===== src/verilog/aib_data_pkg.sv =====
/*
 * data path definitions for the adapter channel
 * widths, MAC word type and the IO word struct
 */

`default_nettype none

package aib_data_pkg;

    ////////////////////
    // widths
    ////////////////////
    localparam int MAC_W     = 32;              // MAC data word
    localparam int DBI_BYTES = 4;               // one inversion flag per byte
    localparam int BYTE_W    = MAC_W / DBI_BYTES;
    localparam int IO_W      = 1 + DBI_BYTES + MAC_W;

    typedef logic [MAC_W-1:0] mac_word_t;

    // word on the AIB IO buffers
    // marker sits on the top bit, data on the bottom
    typedef struct packed {
        logic                 marker;           // set on data words
        logic [DBI_BYTES-1:0] dbi;              // byte i inverted when set
        mac_word_t            data;
    } io_word_t;

endpackage

`default_nettype wire


===== src/verilog/aib_ctrl_pkg.sv =====
/*
 * control definitions for the adapter channel
 * FIFO depths, credit width, loopback modes
 */

`default_nettype none

package aib_ctrl_pkg;

    localparam int TX_DEPTH = 4;                // also the MAC's initial tx credits
    localparam int RX_DEPTH = 4;
    localparam int CREDIT_W = 4;                // rx credit counter

    // csr_lpbk_mode encoding, unlisted codes behave as LPBK_NONE
    typedef enum logic [1:0] {
        LPBK_NONE     = 2'd0,
        LPBK_NEARSIDE = 2'd2
    } lpbk_mode_t;

endpackage

`default_nettype wire


===== src/verilog/aib_word_fifo.sv =====
/*
 * synchronous FIFO with a type parameter for the payload
 * show-ahead read, pointer pair plus occupancy count
 */

`timescale 1ns/1ps
`default_nettype none

module aib_word_fifo #(
    parameter type payload_t = logic [31:0],
    parameter int  DEPTH     = 4
) (
    input  wire logic     m_fs_fwd_clk,
    input  wire logic     reset,
    input  wire logic     push,
    input  wire payload_t push_data,
    input  wire logic     pop,
    output payload_t      pop_data,
    output logic          empty,
    output logic          full
);

    typedef logic [$clog2(DEPTH)-1:0]   ptr_t;
    typedef logic [$clog2(DEPTH+1)-1:0] cnt_t;

    payload_t mem [DEPTH];
    ptr_t     wr_ptr;
    ptr_t     rd_ptr;
    cnt_t     count;

    assign empty    = (count == '0);
    assign full     = (count == cnt_t'(DEPTH));
    assign pop_data = mem[rd_ptr];              // head word, valid when !empty

    // storage
    always_ff @(posedge m_fs_fwd_clk) begin
        if (push) begin
            mem[wr_ptr] <= push_data;
        end
    end

    // pointers and occupancy
    always_ff @(posedge m_fs_fwd_clk) begin
        if (reset) begin
            wr_ptr <= '0;
            rd_ptr <= '0;
            count  <= '0;
        end else begin
            if (push) begin
                wr_ptr <= (wr_ptr == ptr_t'(DEPTH - 1)) ? '0 : wr_ptr + 1'b1;
            end
            if (pop) begin
                rd_ptr <= (rd_ptr == ptr_t'(DEPTH - 1)) ? '0 : rd_ptr + 1'b1;
            end
            count <= count + cnt_t'(push) - cnt_t'(pop);
        end
    end

    // callers must gate push and pop with the flags
    a_no_ovf_unf: assert property (@(posedge m_fs_fwd_clk) disable iff (reset)
        !(push && full) && !(pop && empty));

endmodule

`default_nettype wire


===== src/verilog/aib_tx_chnl.sv =====
/*
 * transmit input side of the adapter channel
 * MAC words under credit flow control, buffered in a FIFO
 * one word per cycle out to the DBI encoder, credit back per pop
 */

`timescale 1ns/1ps
`default_nettype none

module aib_tx_chnl
    import aib_data_pkg::*;
    import aib_ctrl_pkg::*;
(
    input  wire logic      m_fs_fwd_clk,
    input  wire logic      reset,
    input  wire logic      mac_tx_valid,
    input  wire mac_word_t mac_tx_data,
    output logic           mac_tx_credit,
    output logic           enc_valid,
    output mac_word_t      enc_data
);

    logic      tx_pop;
    logic      tx_empty;
    logic      tx_full;
    mac_word_t tx_head;

    ////////////////////
    // buffer
    ////////////////////
    aib_word_fifo #(
        .payload_t (mac_word_t),
        .DEPTH     (TX_DEPTH)
    ) tx_fifo_inst (
        .m_fs_fwd_clk (m_fs_fwd_clk),
        .reset        (reset),
        .push         (mac_tx_valid),       // every word has a credit behind it
        .push_data    (mac_tx_data),
        .pop          (tx_pop),
        .pop_data     (tx_head),
        .empty        (tx_empty),
        .full         (tx_full)
    );

    assign tx_pop = !tx_empty;              // no back-pressure toward the IO

    ////////////////////
    // output registers
    ////////////////////
    always_ff @(posedge m_fs_fwd_clk) begin
        if (reset) begin
            enc_valid     <= 1'b0;
            mac_tx_credit <= 1'b0;
        end else begin
            enc_valid     <= tx_pop;
            mac_tx_credit <= tx_pop;        // slot freed, one credit back
        end
    end

    always_ff @(posedge m_fs_fwd_clk) begin
        if (tx_pop) begin
            enc_data <= tx_head;
        end
    end

    // sender overran its credits
    a_tx_credit: assert property (@(posedge m_fs_fwd_clk) disable iff (reset)
        !(mac_tx_valid && tx_full));

endmodule

`default_nettype wire


===== src/verilog/aib_dbi_enc.sv =====
/*
 * DBI encoder and IO output register
 * inverts bytes with more than four ones and sets the marker
 */

`timescale 1ns/1ps
`default_nettype none

module aib_dbi_enc
    import aib_data_pkg::*;
(
    input  wire logic      m_fs_fwd_clk,
    input  wire logic      reset,
    input  wire logic      enc_valid,
    input  wire mac_word_t enc_data,
    input  wire logic      csr_tx_dbi_en,
    output io_word_t       aibio_dout
);

    io_word_t enc_word;

    // per byte inversion decision
    always_comb begin
        enc_word = '0;                      // idle word is all zero
        if (enc_valid) begin
            enc_word.marker = 1'b1;
            for (int i = 0; i < DBI_BYTES; i++) begin
                if (csr_tx_dbi_en && ($countones(enc_data[BYTE_W*i +: BYTE_W]) > 4)) begin
                    enc_word.dbi[i]                   = 1'b1;
                    enc_word.data[BYTE_W*i +: BYTE_W] = ~enc_data[BYTE_W*i +: BYTE_W];
                end else begin
                    enc_word.data[BYTE_W*i +: BYTE_W] = enc_data[BYTE_W*i +: BYTE_W];
                end
            end
        end
    end

    always_ff @(posedge m_fs_fwd_clk) begin
        if (reset) begin
            aibio_dout <= '0;
        end else begin
            aibio_dout <= enc_word;
        end
    end

    // no inversion flags on idle words or with DBI off
    a_dbi_flags: assert property (@(posedge m_fs_fwd_clk) disable iff (reset)
        (!enc_valid || !csr_tx_dbi_en) |=> (aibio_dout.dbi == '0));

endmodule

`default_nettype wire


===== src/verilog/aib_rx_chnl.sv =====
/*
 * receive output side of the adapter channel
 * loopback select, idle drop, align flag, DBI decode
 * receive FIFO with overflow flag, credit-gated delivery to the MAC
 */

`timescale 1ns/1ps
`default_nettype none

module aib_rx_chnl
    import aib_data_pkg::*;
    import aib_ctrl_pkg::*;
(
    input  wire logic       m_fs_fwd_clk,
    input  wire logic       reset,
    input  wire io_word_t   aibio_din,
    input  wire io_word_t   lpbk_word,
    input  wire lpbk_mode_t csr_lpbk_mode,
    input  wire logic       csr_rx_dbi_en,
    input  wire logic       mac_rx_credit,
    output logic            mac_rx_valid,
    output mac_word_t       mac_rx_data,
    output logic            m_rx_align_done,
    output logic            rx_overflow
);

    io_word_t            in_word;
    mac_word_t           dec_data;
    logic                rx_push;
    logic                rx_pop;
    logic                rx_empty;
    logic                rx_full;
    mac_word_t           rx_head;
    logic [CREDIT_W-1:0] credit_cnt;

    ////////////////////
    // input stage
    ////////////////////
    always_ff @(posedge m_fs_fwd_clk) begin
        if (reset) begin
            in_word <= '0;
        end else if (csr_lpbk_mode == LPBK_NEARSIDE) begin
            in_word <= lpbk_word;           // own tx output
        end else begin
            in_word <= aibio_din;
        end
    end

    // first marked word means the link is aligned
    always_ff @(posedge m_fs_fwd_clk) begin
        if (reset) begin
            m_rx_align_done <= 1'b0;
            rx_overflow     <= 1'b0;
        end else begin
            if (in_word.marker) begin
                m_rx_align_done <= 1'b1;
            end
            if (in_word.marker && rx_full) begin
                rx_overflow <= 1'b1;        // sticky until reset
            end
        end
    end

    ////////////////////
    // decode and buffer
    ////////////////////
    always_comb begin
        for (int i = 0; i < DBI_BYTES; i++) begin
            dec_data[BYTE_W*i +: BYTE_W] = (csr_rx_dbi_en && in_word.dbi[i]) ?
                ~in_word.data[BYTE_W*i +: BYTE_W] : in_word.data[BYTE_W*i +: BYTE_W];
        end
    end

    assign rx_push = in_word.marker && !rx_full;    // idle words never stored

    aib_word_fifo #(
        .payload_t (mac_word_t),
        .DEPTH     (RX_DEPTH)
    ) rx_fifo_inst (
        .m_fs_fwd_clk (m_fs_fwd_clk),
        .reset        (reset),
        .push         (rx_push),
        .push_data    (dec_data),
        .pop          (rx_pop),
        .pop_data     (rx_head),
        .empty        (rx_empty),
        .full         (rx_full)
    );

    ////////////////////
    // delivery
    ////////////////////
    assign rx_pop = !rx_empty && (credit_cnt != '0);

    always_ff @(posedge m_fs_fwd_clk) begin
        if (reset) begin
            credit_cnt   <= '0;
            mac_rx_valid <= 1'b0;
        end else begin
            credit_cnt   <= credit_cnt + CREDIT_W'(mac_rx_credit) - CREDIT_W'(rx_pop);
            mac_rx_valid <= rx_pop;
        end
    end

    always_ff @(posedge m_fs_fwd_clk) begin
        if (rx_pop) begin
            mac_rx_data <= rx_head;
        end
    end

    // MAC may not grant more credits than the counter holds
    a_credit_wrap: assert property (@(posedge m_fs_fwd_clk) disable iff (reset)
        (mac_rx_credit && !rx_pop && (credit_cnt == '1)) |=> 1'b0);

endmodule

`default_nettype wire


===== src/verilog/aib_adapt_chnl.sv =====
/*
 * adapter channel top level
 * tx channel, DBI encoder and rx channel behind plain ports
 */

`timescale 1ns/1ps
`default_nettype none

module aib_adapt_chnl
    import aib_data_pkg::*;
    import aib_ctrl_pkg::*;
(
    input  wire logic             m_fs_fwd_clk,
    input  wire logic             reset,
    // MAC transmit
    input  wire logic             mac_tx_valid,
    input  wire logic [MAC_W-1:0] mac_tx_data,
    output logic                  mac_tx_credit,
    // AIB IO
    output logic [IO_W-1:0]       aibio_dout,
    input  wire logic [IO_W-1:0]  aibio_din,
    // MAC receive
    input  wire logic             mac_rx_credit,
    output logic                  mac_rx_valid,
    output logic [MAC_W-1:0]      mac_rx_data,
    output logic                  m_rx_align_done,
    output logic                  rx_overflow,
    // csr
    input  wire logic             csr_tx_dbi_en,
    input  wire logic             csr_rx_dbi_en,
    input  wire logic [1:0]       csr_lpbk_mode
);

    logic      enc_valid;
    mac_word_t enc_data;
    io_word_t  tx_io_word;                  // encoder output, also the loopback source

    aib_tx_chnl tx_chnl_inst (
        .m_fs_fwd_clk  (m_fs_fwd_clk),
        .reset         (reset),
        .mac_tx_valid  (mac_tx_valid),
        .mac_tx_data   (mac_tx_data),
        .mac_tx_credit (mac_tx_credit),
        .enc_valid     (enc_valid),
        .enc_data      (enc_data)
    );

    aib_dbi_enc dbi_enc_inst (
        .m_fs_fwd_clk  (m_fs_fwd_clk),
        .reset         (reset),
        .enc_valid     (enc_valid),
        .enc_data      (enc_data),
        .csr_tx_dbi_en (csr_tx_dbi_en),
        .aibio_dout    (tx_io_word)
    );

    assign aibio_dout = tx_io_word;

    aib_rx_chnl rx_chnl_inst (
        .m_fs_fwd_clk    (m_fs_fwd_clk),
        .reset           (reset),
        .aibio_din       (io_word_t'(aibio_din)),
        .lpbk_word       (tx_io_word),      // near-side loopback path
        .csr_lpbk_mode   (lpbk_mode_t'(csr_lpbk_mode)),
        .csr_rx_dbi_en   (csr_rx_dbi_en),
        .mac_rx_credit   (mac_rx_credit),
        .mac_rx_valid    (mac_rx_valid),
        .mac_rx_data     (mac_rx_data),
        .m_rx_align_done (m_rx_align_done),
        .rx_overflow     (rx_overflow)
    );

endmodule

`default_nettype wire


===== config.mk =====
export PLATFORM = sky130hd
export DESIGN_NAME = aib_adapt_chnl
export DESIGN_NICKNAME = d
export VERILOG_FILES = /design/src/verilog/aib_data_pkg.sv /design/src/verilog/aib_ctrl_pkg.sv /design/src/verilog/aib_word_fifo.sv /design/src/verilog/aib_tx_chnl.sv /design/src/verilog/aib_dbi_enc.sv /design/src/verilog/aib_rx_chnl.sv /design/src/verilog/aib_adapt_chnl.sv
export SDC_FILE = /design/constraint.sdc
export NUM_CORES = 1
export LEC_CHECK = 0
export BUFFER_PORTS_ARGS = -buffer_cell sky130_fd_sc_hd__buf_4
export CAP_MARGIN = 20
export CORE_ASPECT_RATIO = 1.1
export CORE_MARGIN = 1
export CORE_UTILIZATION = 30
export DETAILED_ROUTE_END_ITERATION = 6
export SYNTH_ARGS = -nofsm -noshare
export SYNTH_HDL_FRONTEND = slang
export SYNTH_HIERARCHICAL = 1
export SYNTH_SLANG_ARGS = --single-unit

===== constraint.sdc =====
create_clock -name m_fs_fwd_clk -period 3.61 [get_ports m_fs_fwd_clk]
set_input_delay 0.9025 -clock m_fs_fwd_clk [delete_from_list [all_inputs] [get_ports m_fs_fwd_clk]]
set_output_delay 0.9025 -clock m_fs_fwd_clk [all_outputs]
set_load 0.1 [all_outputs]

* Yosys cells after proc, flatten, opt, wreduce, memory -nomap -nowiden *
Memories as Yosys holds them, arrays and structs flattened. A register that Yosys moved wholly into a read port is not among the register bits.
Cells that the tools add are included.

storage, ports and cells
  output and inout port bits = 73
  logic and storage cells = 117
  memories kept = 2
  ROM bits = 0
  RAM bits = 256
  register bits after elaboration = 96
  bits of input ports = 77
  latch bits = 0

cells by class
  shift-type cells = 0
  muxes and demuxes = 22
  $add $sub $neg = 38
  $mul = 0
  reductions and logical operators = 19
  div/mod/pow operators = 0
  magnitude comparators = 4
  bitwise operators = 9
  equal/unequal tests = 6

memories
  name                           depth  width  rd ports  clocked after memory_dff  wr ports  RTL line             text
  rx_chnl_inst.rx_fifo_inst.mem  4      32     1         1                         1         aib_word_fifo.sv:26  payload_t mem [DEPTH];
  tx_chnl_inst.tx_fifo_inst.mem  4      32     1         1                         1         aib_word_fifo.sv:26

operator list
  operator               number
  $add A32 B32 Y32       12
  $gt A32 B4 Y1 const B  4
  $mux W37               2
  $mux W8                8
  $not A8 Y8             8
  $add A1 B1 Y2          16
  $logic_and A1 B1 Y1    11
  $eq A2 B2 Y1 const B   5
  $add A2 B1 Y2 const B  4
  $mux W1                8
  $mux W2                4
  $add A3 B1 Y3          2
  $logic_not A3 Y1       2
  $sub A3 B1 Y3          2
  $add A4 B1 Y4          1
  $logic_not A1 Y1       4
  $reduce_bool A4 Y1     1
  $sub A4 B1 Y4          1
  $eq A3 B3 Y1 const B   1
  $reduce_or A2 Y1       1
  $not A1 Y1             1

* Longest topological paths before layout *
Gate-level depths: netlist of the first run.

  word-level depth = 7
  mapped depth = 10
  depth with buffers taken out = 10

* Cells and area by module *
The synthesis of the first run kept the hierarchy.

by module, submodules not included
  module         area an instance (um^2)  seq. area each (um^2)  times used  cells an instance
  aib_word_fifo  5112.4                   4023.9                 2           210
  aib_rx_chnl    2907.8                   1841.8                 1           268
  aib_dbi_enc    2298.5                   740.7                  1           247
  aib_tx_chnl    996.0                    980.9                  1           36

* Worst setup path before layout of the first run *
Ideal clock, no wire load.

  kind = reg2reg
  start = reg rx_chnl_inst.credit_cnt[2]
  end = reg rx_chnl_inst.credit_cnt[2]
  path buffers = 0
  slack = -0.220 ns
  arrival time = 3.702 ns
  setup time = 0.128 ns
  clock period less this slack = 3.830 ns
  cell stages (with the launch flop) = 11
  data required time = 3.482 ns
  cells stage by stage = dfxtp_1 > inv_1 > ha_1 > a31oi_1 > ha_1 > inv_1 > ha_1 > inv_1 > fa_1 > xor2_1 > nor2_1

on the way
  cells in the longest elaborated chain, start to end = 3
  elaborated cells between the ends (all ways) = 4
  classes of those cells = add/sub: 2; reduce/logical: 2

RTL lines
  item                     RTL line            text
  from (decl)              aib_rx_chnl.sv:34   logic [CREDIT_W-1:0] credit_cnt;
  from (signal assigned)   aib_rx_chnl.sv:100  credit_cnt <= credit_cnt + CREDIT_W'(mac_rx_credit) - CREDIT_W'(rx_pop);
  $reduce_bool A4 Y1       aib_rx_chnl.sv:93   assign rx_pop = !rx_empty && (credit_cnt != '0);
  $logic_and A1 B1 Y1      aib_rx_chnl.sv:93
  net rx_chnl_inst.rx_pop  aib_rx_chnl.sv:30   logic rx_pop;
  $sub A4 B1 Y4            aib_rx_chnl.sv:100

The timed path passes the listed nets, and every way through them passes these cells.
A chain may end at the register's enable or synchronous reset.

* Worst setup path after layout of the first run *
  start = reg tx_chnl_inst.enc_data[17] (read register of tx_chnl_inst.tx_fifo_inst.mem)
  end = reg, netlist name dbi_enc_inst/aibio_dout[16]

on the way
  cells in the longest elaborated chain, start to end = 6

RTL lines
  item                            RTL line           text
  from (decl)                     aib_tx_chnl.sv:20  output mac_word_t enc_data
  $add A1 B1 Y2                   aib_dbi_enc.sv:28  if (csr_tx_dbi_en && ($countones(enc_data[BYTE_W*i +: BYTE_W]) > 4)) begin
  $add A32 B32 Y32 (2 in series)  aib_dbi_enc.sv:28
  $gt A32 B4 Y1                   aib_dbi_enc.sv:28
  $logic_and A1 B1 Y1             aib_dbi_enc.sv:28
  $mux W8                         aib_dbi_enc.sv:28

No other way between the ends.

==> results of run 1 <==
## report_power, final
part	switching, mW	total, mW	internal [mW]	leakage (nW)
logic	5.43	9.25	3.83	2.76
clock network	1.82	4.72	2.90	0.748
registers	0.446	6.63	6.18	3.80
## state kept, by name, indices dropped and copies added, names as in the netlist, named ones only
signal,count
tx_chnl_inst/tx_fifo_inst/rd_ptr,2
rx_chnl_inst/rx_overflow,1
rx_chnl_inst/rx_fifo_inst/wr_ptr,2
rx_chnl_inst/credit_cnt,4
rx_chnl_inst/in_word,37
tx_chnl_inst/enc_data,32
rx_chnl_inst/rx_fifo_inst/count,3
rx_chnl_inst/m_rx_align_done,1
dbi_enc_inst/aibio_dout,37
tx_chnl_inst/tx_fifo_inst/count,3
tx_chnl_inst/tx_fifo_inst/wr_ptr,2
tx_chnl_inst/enc_valid,1
rx_chnl_inst/rx_fifo_inst/rd_ptr,2
rx_chnl_inst/mac_rx_data,32
tx_chnl_inst/tx_fifo_inst/mem,128
rx_chnl_inst/mac_rx_valid,1
rx_chnl_inst/rx_fifo_inst/mem,128
## per-stage QoR
step	cells	hold slack, ns
floorplan	970	0.4484
global placement	1826	0.4603
detailed placement	1826	0.4530
CTS	1911	0.4728
global route	1918	0.4995
finish	1918	0.4642
## cells in the final DEF (no fill, tap or decap), drive strengths merged
cell	count
clkinvlp	2
and3	1
inv	66
or2	2
xor3	2
mux4	64
fa	19
clkinv	9
a22oi	1
a21oi	47
and2	9
nor2b	9
nand2b	10
nand3	1
nor3	2
clkbuf	66
o22a	1
dfxtp	100
xnor2	32
xor2	4
mux2i	36
a31oi	1
a31o	1
buf	171
a32oi	4
a21o	4
o21a	3
ha	31
nand2	141
o21ba	2
o21ai	5
edfxtp	320
diode	1
nor2	14
or3b	4
bufinv	5
## path summary, 6_finish.rpt
kind	slack (ns)	cells past startpoint	to
setup / recovery	0.07	11	dbi_enc_inst/aibio_dout[16]
hold / removal	0.46	2	rx_chnl_inst/in_word[2]
setup reg to reg	0.07	11	dbi_enc_inst/aibio_dout[16]
hold reg to reg	0.46	2	rx_chnl_inst/in_word[2]
## final cells by class
type	count	area, sq um	share of cell area, %
clock inverter	18	220.2	1.103
timing repair buffer	171	1346	6.744
clock buffer	66	1320	6.612
antenna	1	2.502	0.01254
sequential	420	11610	58.18
inverter	64	240.2	1.203
tap	728	910.9	4.563
multi-input combinational	450	4309	21.59
## per-layer routing
layer	global-route usage, %	part of all wire, %	vias to the layer above
met3	3.421	5.9	40
met2	20.79	51	161
met5	0	0	-
met1	14.17	41	4076
met4	4.022	2.0	0
li1	-	-	3902
## repair_timing
| action | in CTS | in global routing |
|---|---|---|
| pin swaps | 1 | 9 |
| setup buffers | 1 | 6 |
| endpoints found under the setup margin | 1 | 26 |
| resized for setup | 0 | 8 |
## worst reg2reg max path, delay by kind of cell, from the launching register on
family          cells  cell delay (ns)
mux                 1             0.23
fa+ha+maj           5             2.16
compound gates      2             0.43
flops               1             0.36
buf+inv             3             0.26
==> results.md, run 1 <==
- RSZ-0062 raised after global routing: yes
- CP max stage delay: 0.56 ns
- Worst hold path class: flip-flop to flip-flop
- Crit path from: tx_chnl_inst/enc_data[17]
- Core Util, Final: 37.04%
- Hold buffers post-CTS: 0
- Worst slew pin tran: 0.9289 ns
- RePlAce Congestion: 0.7861
- Worst hold start: dbi_enc_inst/aibio_dout[2]
- Post-layout net count: 1279
- H-tree levels: 2
- Worst path arrival time: 4.01 ns
- Initial Utilization: 30.47%
- Area added between synthesis and finish: 21.57%
- Core area: 0.05390 sq mm
- Reg2reg start: tx_chnl_inst/enc_data[17]
- Pwr dens: 1032 mW/mm^2
- Slowest CP cell: fa_1
- Setup Viol. Count Final: 0
- Peak supply drop: 0.6462 mV
- PortBufs: 149
- I/O pin total: 150
- Chip height: 247.4 microns
- TritonCTS buffer count: 45
- Placed cell area: 0.01830 sq mm
- Period minus WS final: 3.538 ns
- Drt pass-1 iters: 4
- Die W: 225.1 microns
- Final Slew Violations: 0
- Final hold violations: 0
- Share of cells above drive strength 1: 27.59%
- Final worst path period share: 98.01%
- Buf/Inv on CP: 3
- TritonCTS clock tree: yes
- Gr usage total: 11.97%
- DRC errors left: 0
- Total Wirelength: 32680 microns
- Crit path top cell by count: fa_1
- Pin count of the biggest net entering global routing: 51
- Clk slew on worst S/H paths: 0.06 ns
- Design Area, Final: 0.01996 sq mm
- Initial antenna violation count: 1
- Clock root cell: clkbuf_16
- DP HPWL: 22180 microns
- Synthesized instance count: 970
- Global-route wire length before repair: 49900 microns
- Worst path cell trace: inv_2, fa_1, fa_1, fa_1, inv_2, ha_4, fa_1, o21a_1, a32oi_4, buf_12, mux2i_1
- Critical Path End Type: flip-flop
- Routed vias: 8179
- CP required: 4.08 ns
- Post-Route Setup TNS: 0 ns
- Setup ws final: 0.07201 ns
- Clock Skew: 0.01876 ns
- Die area: 0.05568 sq mm
- Leak: 7.311 nW
- YS warnings: 6
- Final Power: 20.60 mW
- CP Class: flip-flop to flip-flop
- Routed vias/inst: 4.264
- Drt wl/cell: 17.04 microns
- Syn Std Cell Area: 0.01642 sq mm
- Startpoint Class: flip-flop
- Post-synth net total: 1097
- Gr ovfl total: 0
- Post-Place Worst Slack: 0.007109 ns
- Skew-Pair Late Insertion Delay: 0.56 ns
- Filler instances: 5056
- 1st-iter DRT viols: 361
- CP top delay family: adder cells
- Mean Syn Cell Area: 16.93 sq um
- MaxCap Viol Count: 0
- Final ANT Viol Nets: 0
- Slew margin rel.: 38.07%
- CTS Buffer Depth: 3
- Outcome: finished, final reports clean
- Site Rows: 89
- Vias in the first global route: 8602
- Crit path max fanout: 8
- Clk sinks: 420
- Fmax: 0.2826 GHz
Power figures use the tool's default switching activity.
==> run 2, diff against run 1 <==
--- a/config.mk
+++ b/config.mk
@@ -11,6 +11,7 @@
 export CORE_MARGIN = 1
 export CORE_UTILIZATION = 30
 export DETAILED_ROUTE_END_ITERATION = 6
+export GPL_TIMING_DRIVEN = 0
 export SYNTH_ARGS = -nofsm -noshare
 export SYNTH_HDL_FRONTEND = slang
 export SYNTH_HIERARCHICAL = 1
==> results.md, run 2 (same netlist as run 1, synthesis figures left out) <==
- Outcome: finished, final reports clean
- Die W: 225.1 microns
- Setup Viol. Count Final: 0
- Vias in the first global route: 8555
- TritonCTS buffer count: 41
- Worst hold margin: 0.4640 ns
- Share of cells above drive strength 1: 28.94%
- Period minus WS final: 3.511 ns
- Drt wl/cell: 17.28 microns
- Site Rows: 89
- Internal: 12.74 mW
- Worst hold path class: flip-flop to flip-flop
- Final Slew Violations: 0
- Clock power share: 21.8%
- Hold buffers post-CTS: 0
- RePlAce Congestion: 0.8152
- Worst path cell trace: inv_2, fa_1, fa_1, fa_1, inv_1, ha_1, fa_1, o21a_1, a32oi_4, buf_12, mux2i_1
- Slowest CP cell: fa_1
- Pwr dens: 1011 mW/mm^2
- Clock Skew: 0.01160 ns
- Leak: 7.395 nW
- H-tree levels: 2
- Area added between synthesis and finish: 22.63%
- 1st-iter DRT viols: 402
- Initial antenna violation count: 3
- Net Sw Frac: 37.43%
- Gr usage total: 12.20%
- CTS Buffer Depth: 3
- Routed vias/inst: 4.254
- DRC errors left: 0
- Chip height: 247.4 microns
- DP HPWL: 24350 microns
- Setup ws final: 0.09873 ns
- Crit path max fanout: 7
- Commonest cells after routing, fill and taps aside: edfxtp_1 (320), buf_4 (161), nand2_1 (137)
- Core Util, Final: 37.36%
- Post-layout net count: 1305
- Total Wirelength: 33440 microns
- Top Registers: rx_chnl_inst/rx_fifo_inst/mem (128), tx_chnl_inst/tx_fifo_inst/mem (128)
- Slew margin rel.: 38.70%
- Drt pass-1 iters: 4
- Final worst path period share: 97.27%
- Critical Path End Type: flip-flop
- MaxCap Viol Count: 0
- Worst path arrival time: 3.95 ns
- RSZ-0062 raised after global routing: yes
- Worst slew pin tran: 0.9195 ns
- Crit path top cell by count: fa_1
- Part of the power in registers: 32.0%
- Skew-Pair Late Insertion Delay: 0.53 ns
- PortBufs: 148
- I/O pin total: 150
- TritonCTS clock tree: yes
- Post-Place Worst Slack: -0.06369 ns
- Pin count of the biggest net entering global routing: 33
- Psw: 7.623 mW
- Routed vias: 8232
- Clk sinks: 420
- Global-route wire length before repair: 50560 microns
- Startpoint Class: flip-flop
- CP Class: flip-flop to flip-flop
- Initial Utilization: 30.47%
- CP max stage delay: 0.55 ns
- Combinational share of power: 46.3%
- Clk slew on worst S/H paths: 0.06 ns
- Final ANT Viol Nets: 0
- Core area: 0.05390 sq mm
- Fmax: 0.2848 GHz
- Die area: 0.05568 sq mm
- Final hold violations: 0
- Gr ovfl total: 0
- CP required: 4.05 ns
- Clock root cell: clkbuf_16
- Peak supply drop: 0.4737 mV
- Commonest non-fill, non-tap cell in the layout: edfxtp_1
[run 2: cell count changes in the layout (fill, tap and decap cells not counted), moves of 3 or more]
cell,change
buf_2,+12
buf_12,+9
buf_6,+7
and2_1,-6
and2_2,+6
clkbuf_16,-6
buf_4,-5
clkinv_2,-3
inv_1,-3
inv_2,+3
[run 2: path summary, 6_finish.rpt]
kind	start	endpoint	slack, ns	depth (start not counted)
hold / removal	dbi_enc_inst/aibio_dout[27]	rx_chnl_inst/in_word[27]	0.46	2
setup / recovery	tx_chnl_inst/enc_data[0]	dbi_enc_inst/aibio_dout[1]	0.1	11
setup reg to reg	tx_chnl_inst/enc_data[0]	dbi_enc_inst/aibio_dout[1]	0.1	11
hold reg to reg	dbi_enc_inst/aibio_dout[27]	rx_chnl_inst/in_word[27]	0.46	2
[run 2: routing by layer]
layer | wire length [microns] | vias to the layer above | GRT usage, %
li1 | - | 3949 | -
met1 | 12920 | 4056 | 13.83
met2 | 17580 | 171 | 22.33
met3 | 2092 | 50 | 3.007
met4 | 794 | 6 | 3.982
met5 | 52 | - | 0
[run 2: cell type report]
cell class / instances / area, sq um
Tap cell: 728 / 910.9
Inverter: 64 / 240.2
Clock inverter: 16 / 261.5
Clock buffer: 55 / 1141
Antenna cell: 1 / 2.502
Fill cell: 5037 / 33760
Timing Repair Buffer: 165 / 1366
Multi-Input combinational cell: 450 / 4292
Buffer: 36 / 311.5
Sequential cell: 420 / 11610
[run 2: what timing repair did]
action / in CTS / in global routing
gates cloned: 0 / 0
endpoints found under the setup margin: 16 / 26
gates resized for setup: 0 / 13
pin swaps: 3 / 5
buffers inserted: 4 / 6
[run 2: power groups by stage]
stage / Sequential, mW / Combinational (mW) / Clock (mW)
finish: 6.51 / 9.42 / 4.43
global route: 6.58 / 10.3 / 4.75
CTS: 6.51 / 9.13 / 4.57
detailed placement: 6.61 / 8.92 / 0
global placement: 6.63 / 8.61 / 0
floorplan: 8.47 / 5.19 / 0
[run 2: worst max-delay path, delay by kind of cell (launching register included)]
family | cells | cell delay (ns)
AO/OA/AOI/OAI | 2 | 0.46
flip-flops | 1 | 0.36
buffers and inverters | 3 | 0.25
multiplexers | 1 | 0.22
adder cells (fa/ha/maj) | 5 | 2.14
[run 2: through the flow]
stage | setup TNS (ns) | std cells | power (mW) | instance area (sq um)
CTS | 0 | 1928 | 20.22 | 20050
floorplan | 0 | 970 | 13.66 | 16430
detailed placement | -0.2850 | 1853 | 15.54 | 18620
finish | 0 | 1935 | 20.36 | 20140
global placement | -0.8541 | 1846 | 15.24 | 18450
global route | -0.009511 | 1934 | 21.59 | 20130
==> run 3, diff against run 2 <==
--- a/config.mk
+++ b/config.mk
@@ -12,6 +12,7 @@
 export CORE_UTILIZATION = 30
 export DETAILED_ROUTE_END_ITERATION = 6
 export GPL_TIMING_DRIVEN = 0
+export HOLD_SLACK_MARGIN = 0.03
 export SYNTH_ARGS = -nofsm -noshare
 export SYNTH_HDL_FRONTEND = slang
 export SYNTH_HIERARCHICAL = 1
==> constraint.sdc (replaced) <==
create_clock -name m_fs_fwd_clk -period 3.7 [get_ports m_fs_fwd_clk]
set_input_delay 0.925 -clock m_fs_fwd_clk [delete_from_list [all_inputs] [get_ports m_fs_fwd_clk]]
set_output_delay 0.925 -clock m_fs_fwd_clk [all_outputs]
set_load 0.1 [all_outputs]
==> results.md, run 3 (same netlist as run 1, synthesis figures left out) <==
- Chip height: 247.4 microns
- Global-route wire length before repair: 50440 microns
- TritonCTS buffer count: 41
- Gr ovfl total: 0
- Worst path cell trace: inv_1, fa_1, fa_1, fa_1, inv_1, ha_1, fa_1, o21a_1, a32oi_4, mux2i_1
- Core Util, Final: 37.26%
- CTS Buffer Depth: 3
- Slew margin rel.: 39.10%
- Setup Viol. Count Final: 0
- Commonest cells after routing, fill and taps aside: edfxtp_1 (320), buf_4 (158), nand2_1 (137)
- Placed cells: 1853
- Design Area, Final: 0.02008 sq mm
- I/O pin total: 150
- Drt pass-1 iters: 4
- Clk slew on worst S/H paths: 0.06 ns
- Outcome: finished, final reports clean
- Setup ws final: 0.1285 ns
- Share of cells above drive strength 1: 27.73%
- Filler instances: 5049
- CP top delay family: adder cells
- Leak: 7.383 nW
- Routed vias: 8211
- RePlAce Congestion: 0.8152
- Initial Utilization: 30.47%
- Clock root cell: clkbuf_16
- Final worst path period share: 96.53%
- DP HPWL: 24350 microns
- Commonest non-fill, non-tap cell in the layout: edfxtp_1
- PortBufs: 148
- Pwr dens: 980.3 mW/mm^2
- Clock Skew: 0.01129 ns
- Crit path max fanout: 8
- CP max stage delay: 0.49 ns
- Die area: 0.05568 sq mm
- Initial antenna violation count: 3
- Hold buffers post-CTS: 0
- Psw: 7.377 mW
- Worst hold path class: flip-flop to flip-flop
- Area added between synthesis and finish: 22.30%
- Final hold violations: 0
- Routed vias/inst: 4.254
- 1st-iter DRT viols: 358
- WL met1: 13150 microns
- Critical Path End Type: flip-flop
- Worst path arrival time: 4.01 ns
- Metal3 WL: 1844 microns
- Die W: 225.1 microns
- Worst slew pin tran: 0.9135 ns
- Crit path top cell by count: fa_1
- CP required: 4.14 ns
- Skew-Pair Late Insertion Delay: 0.53 ns
- H-tree levels: 2
- Met2 routed WL: 17580 microns
- Post-layout net count: 1300
- Top Registers: rx_chnl_inst/rx_fifo_inst/mem (128), tx_chnl_inst/tx_fifo_inst/mem (128)
- Highest Signal Layer: met5
- Total Wirelength: 33370 microns
- Final Power: 19.69 mW
- Peak supply drop: 0.4621 mV
- Pin count of the biggest net entering global routing: 33
- RSZ-0062 raised after global routing: no
- Core area: 0.05390 sq mm
- Post-Route Setup TNS: 0 ns
- Fmax: 0.2800 GHz
- Non-filler cells, final: 1930
- Net Sw Frac: 37.47%
- MaxCap Viol Count: 0
- DRC errors left: 0
- Final Slew Violations: 0
- CP Class: flip-flop to flip-flop
- Internal: 12.31 mW
- Drt wl/cell: 17.29 microns
- Final ANT Viol Nets: 0
- Startpoint Class: flip-flop
- Period minus WS final: 3.572 ns
- Site Rows: 89
- Vias in the first global route: 8543
- Placed cell area: 0.01862 sq mm
- Post-Place Worst Slack: 0.02631 ns
- Buf/Inv on CP: 2
- Clock power share: 21.9%
- Combinational share of power: 45.8%
- Slowest CP cell: fa_1
- Worst hold margin: 0.4640 ns
- Gr usage total: 12.18%
- Clk sinks: 420
- TritonCTS clock tree: yes
- Part of the power in registers: 32.2%
[run 3: final timing paths]
| path | slack [ns] | cells after the start | endpoint | start |
|---|---|---|---|---|
| min reg2reg | 0.46 | 2 | rx_chnl_inst/in_word[27] | dbi_enc_inst/aibio_dout[27] |
| max reg2reg | 0.13 | 10 | dbi_enc_inst/aibio_dout[1] | tx_chnl_inst/enc_data[1] |
| min | 0.46 | 2 | rx_chnl_inst/in_word[27] | dbi_enc_inst/aibio_dout[27] |
| max | 0.13 | 10 | dbi_enc_inst/aibio_dout[1] | tx_chnl_inst/enc_data[1] |
[run 3: what timing repair did]
item,CTS,global route
resized for setup,0,0
endpoints found under the hold margin,0,0
setup endpoints to repair,0,24
setup buffers,0,5
[run 3: area by class of cell]
cell class / instances / area (sq um) / area share (%)
diodes: 1 / 2.502 / 0.01246
plain buffers: 36 / 311.5 / 1.551
clock buffers: 55 / 1141 / 5.682
clock inverters: 16 / 261.5 / 1.302
inverters: 64 / 240.2 / 1.196
multi-input cells: 450 / 4283 / 21.33
flip-flops and latches: 420 / 11610 / 57.82
well taps: 728 / 910.9 / 4.536
repair buffers: 160 / 1321 / 6.579
[run 3: per-layer routing]
metal  GRT usage, %  up-vias
li1               -     3941
met1          13.81     4051
met2          22.27      165
met3          2.995       48
met4          4.042        6
met5              0        -
[run 3: power groups by stage]
| stage | logic, mW | clock network (mW) | registers, mW |
|---|---|---|---|
| after CTS | 8.73 | 4.46 | 6.36 |
| final | 9.02 | 4.32 | 6.35 |
| after global routing | 9.84 | 4.64 | 6.41 |
| after floorplan | 5.06 | 0 | 8.26 |
| after global placement | 8.40 | 0 | 6.47 |
| after detailed placement | 8.71 | 0 | 6.45 |
[run 3: tightest hold or removal path, delay by kind of cell (launching register included)]
kind,cells,cell delay (ns)
AND/OR/NAND/NOR,1,0.06
AO/OA/AOI/OAI,1,0.05
flip-flops,1,0.31
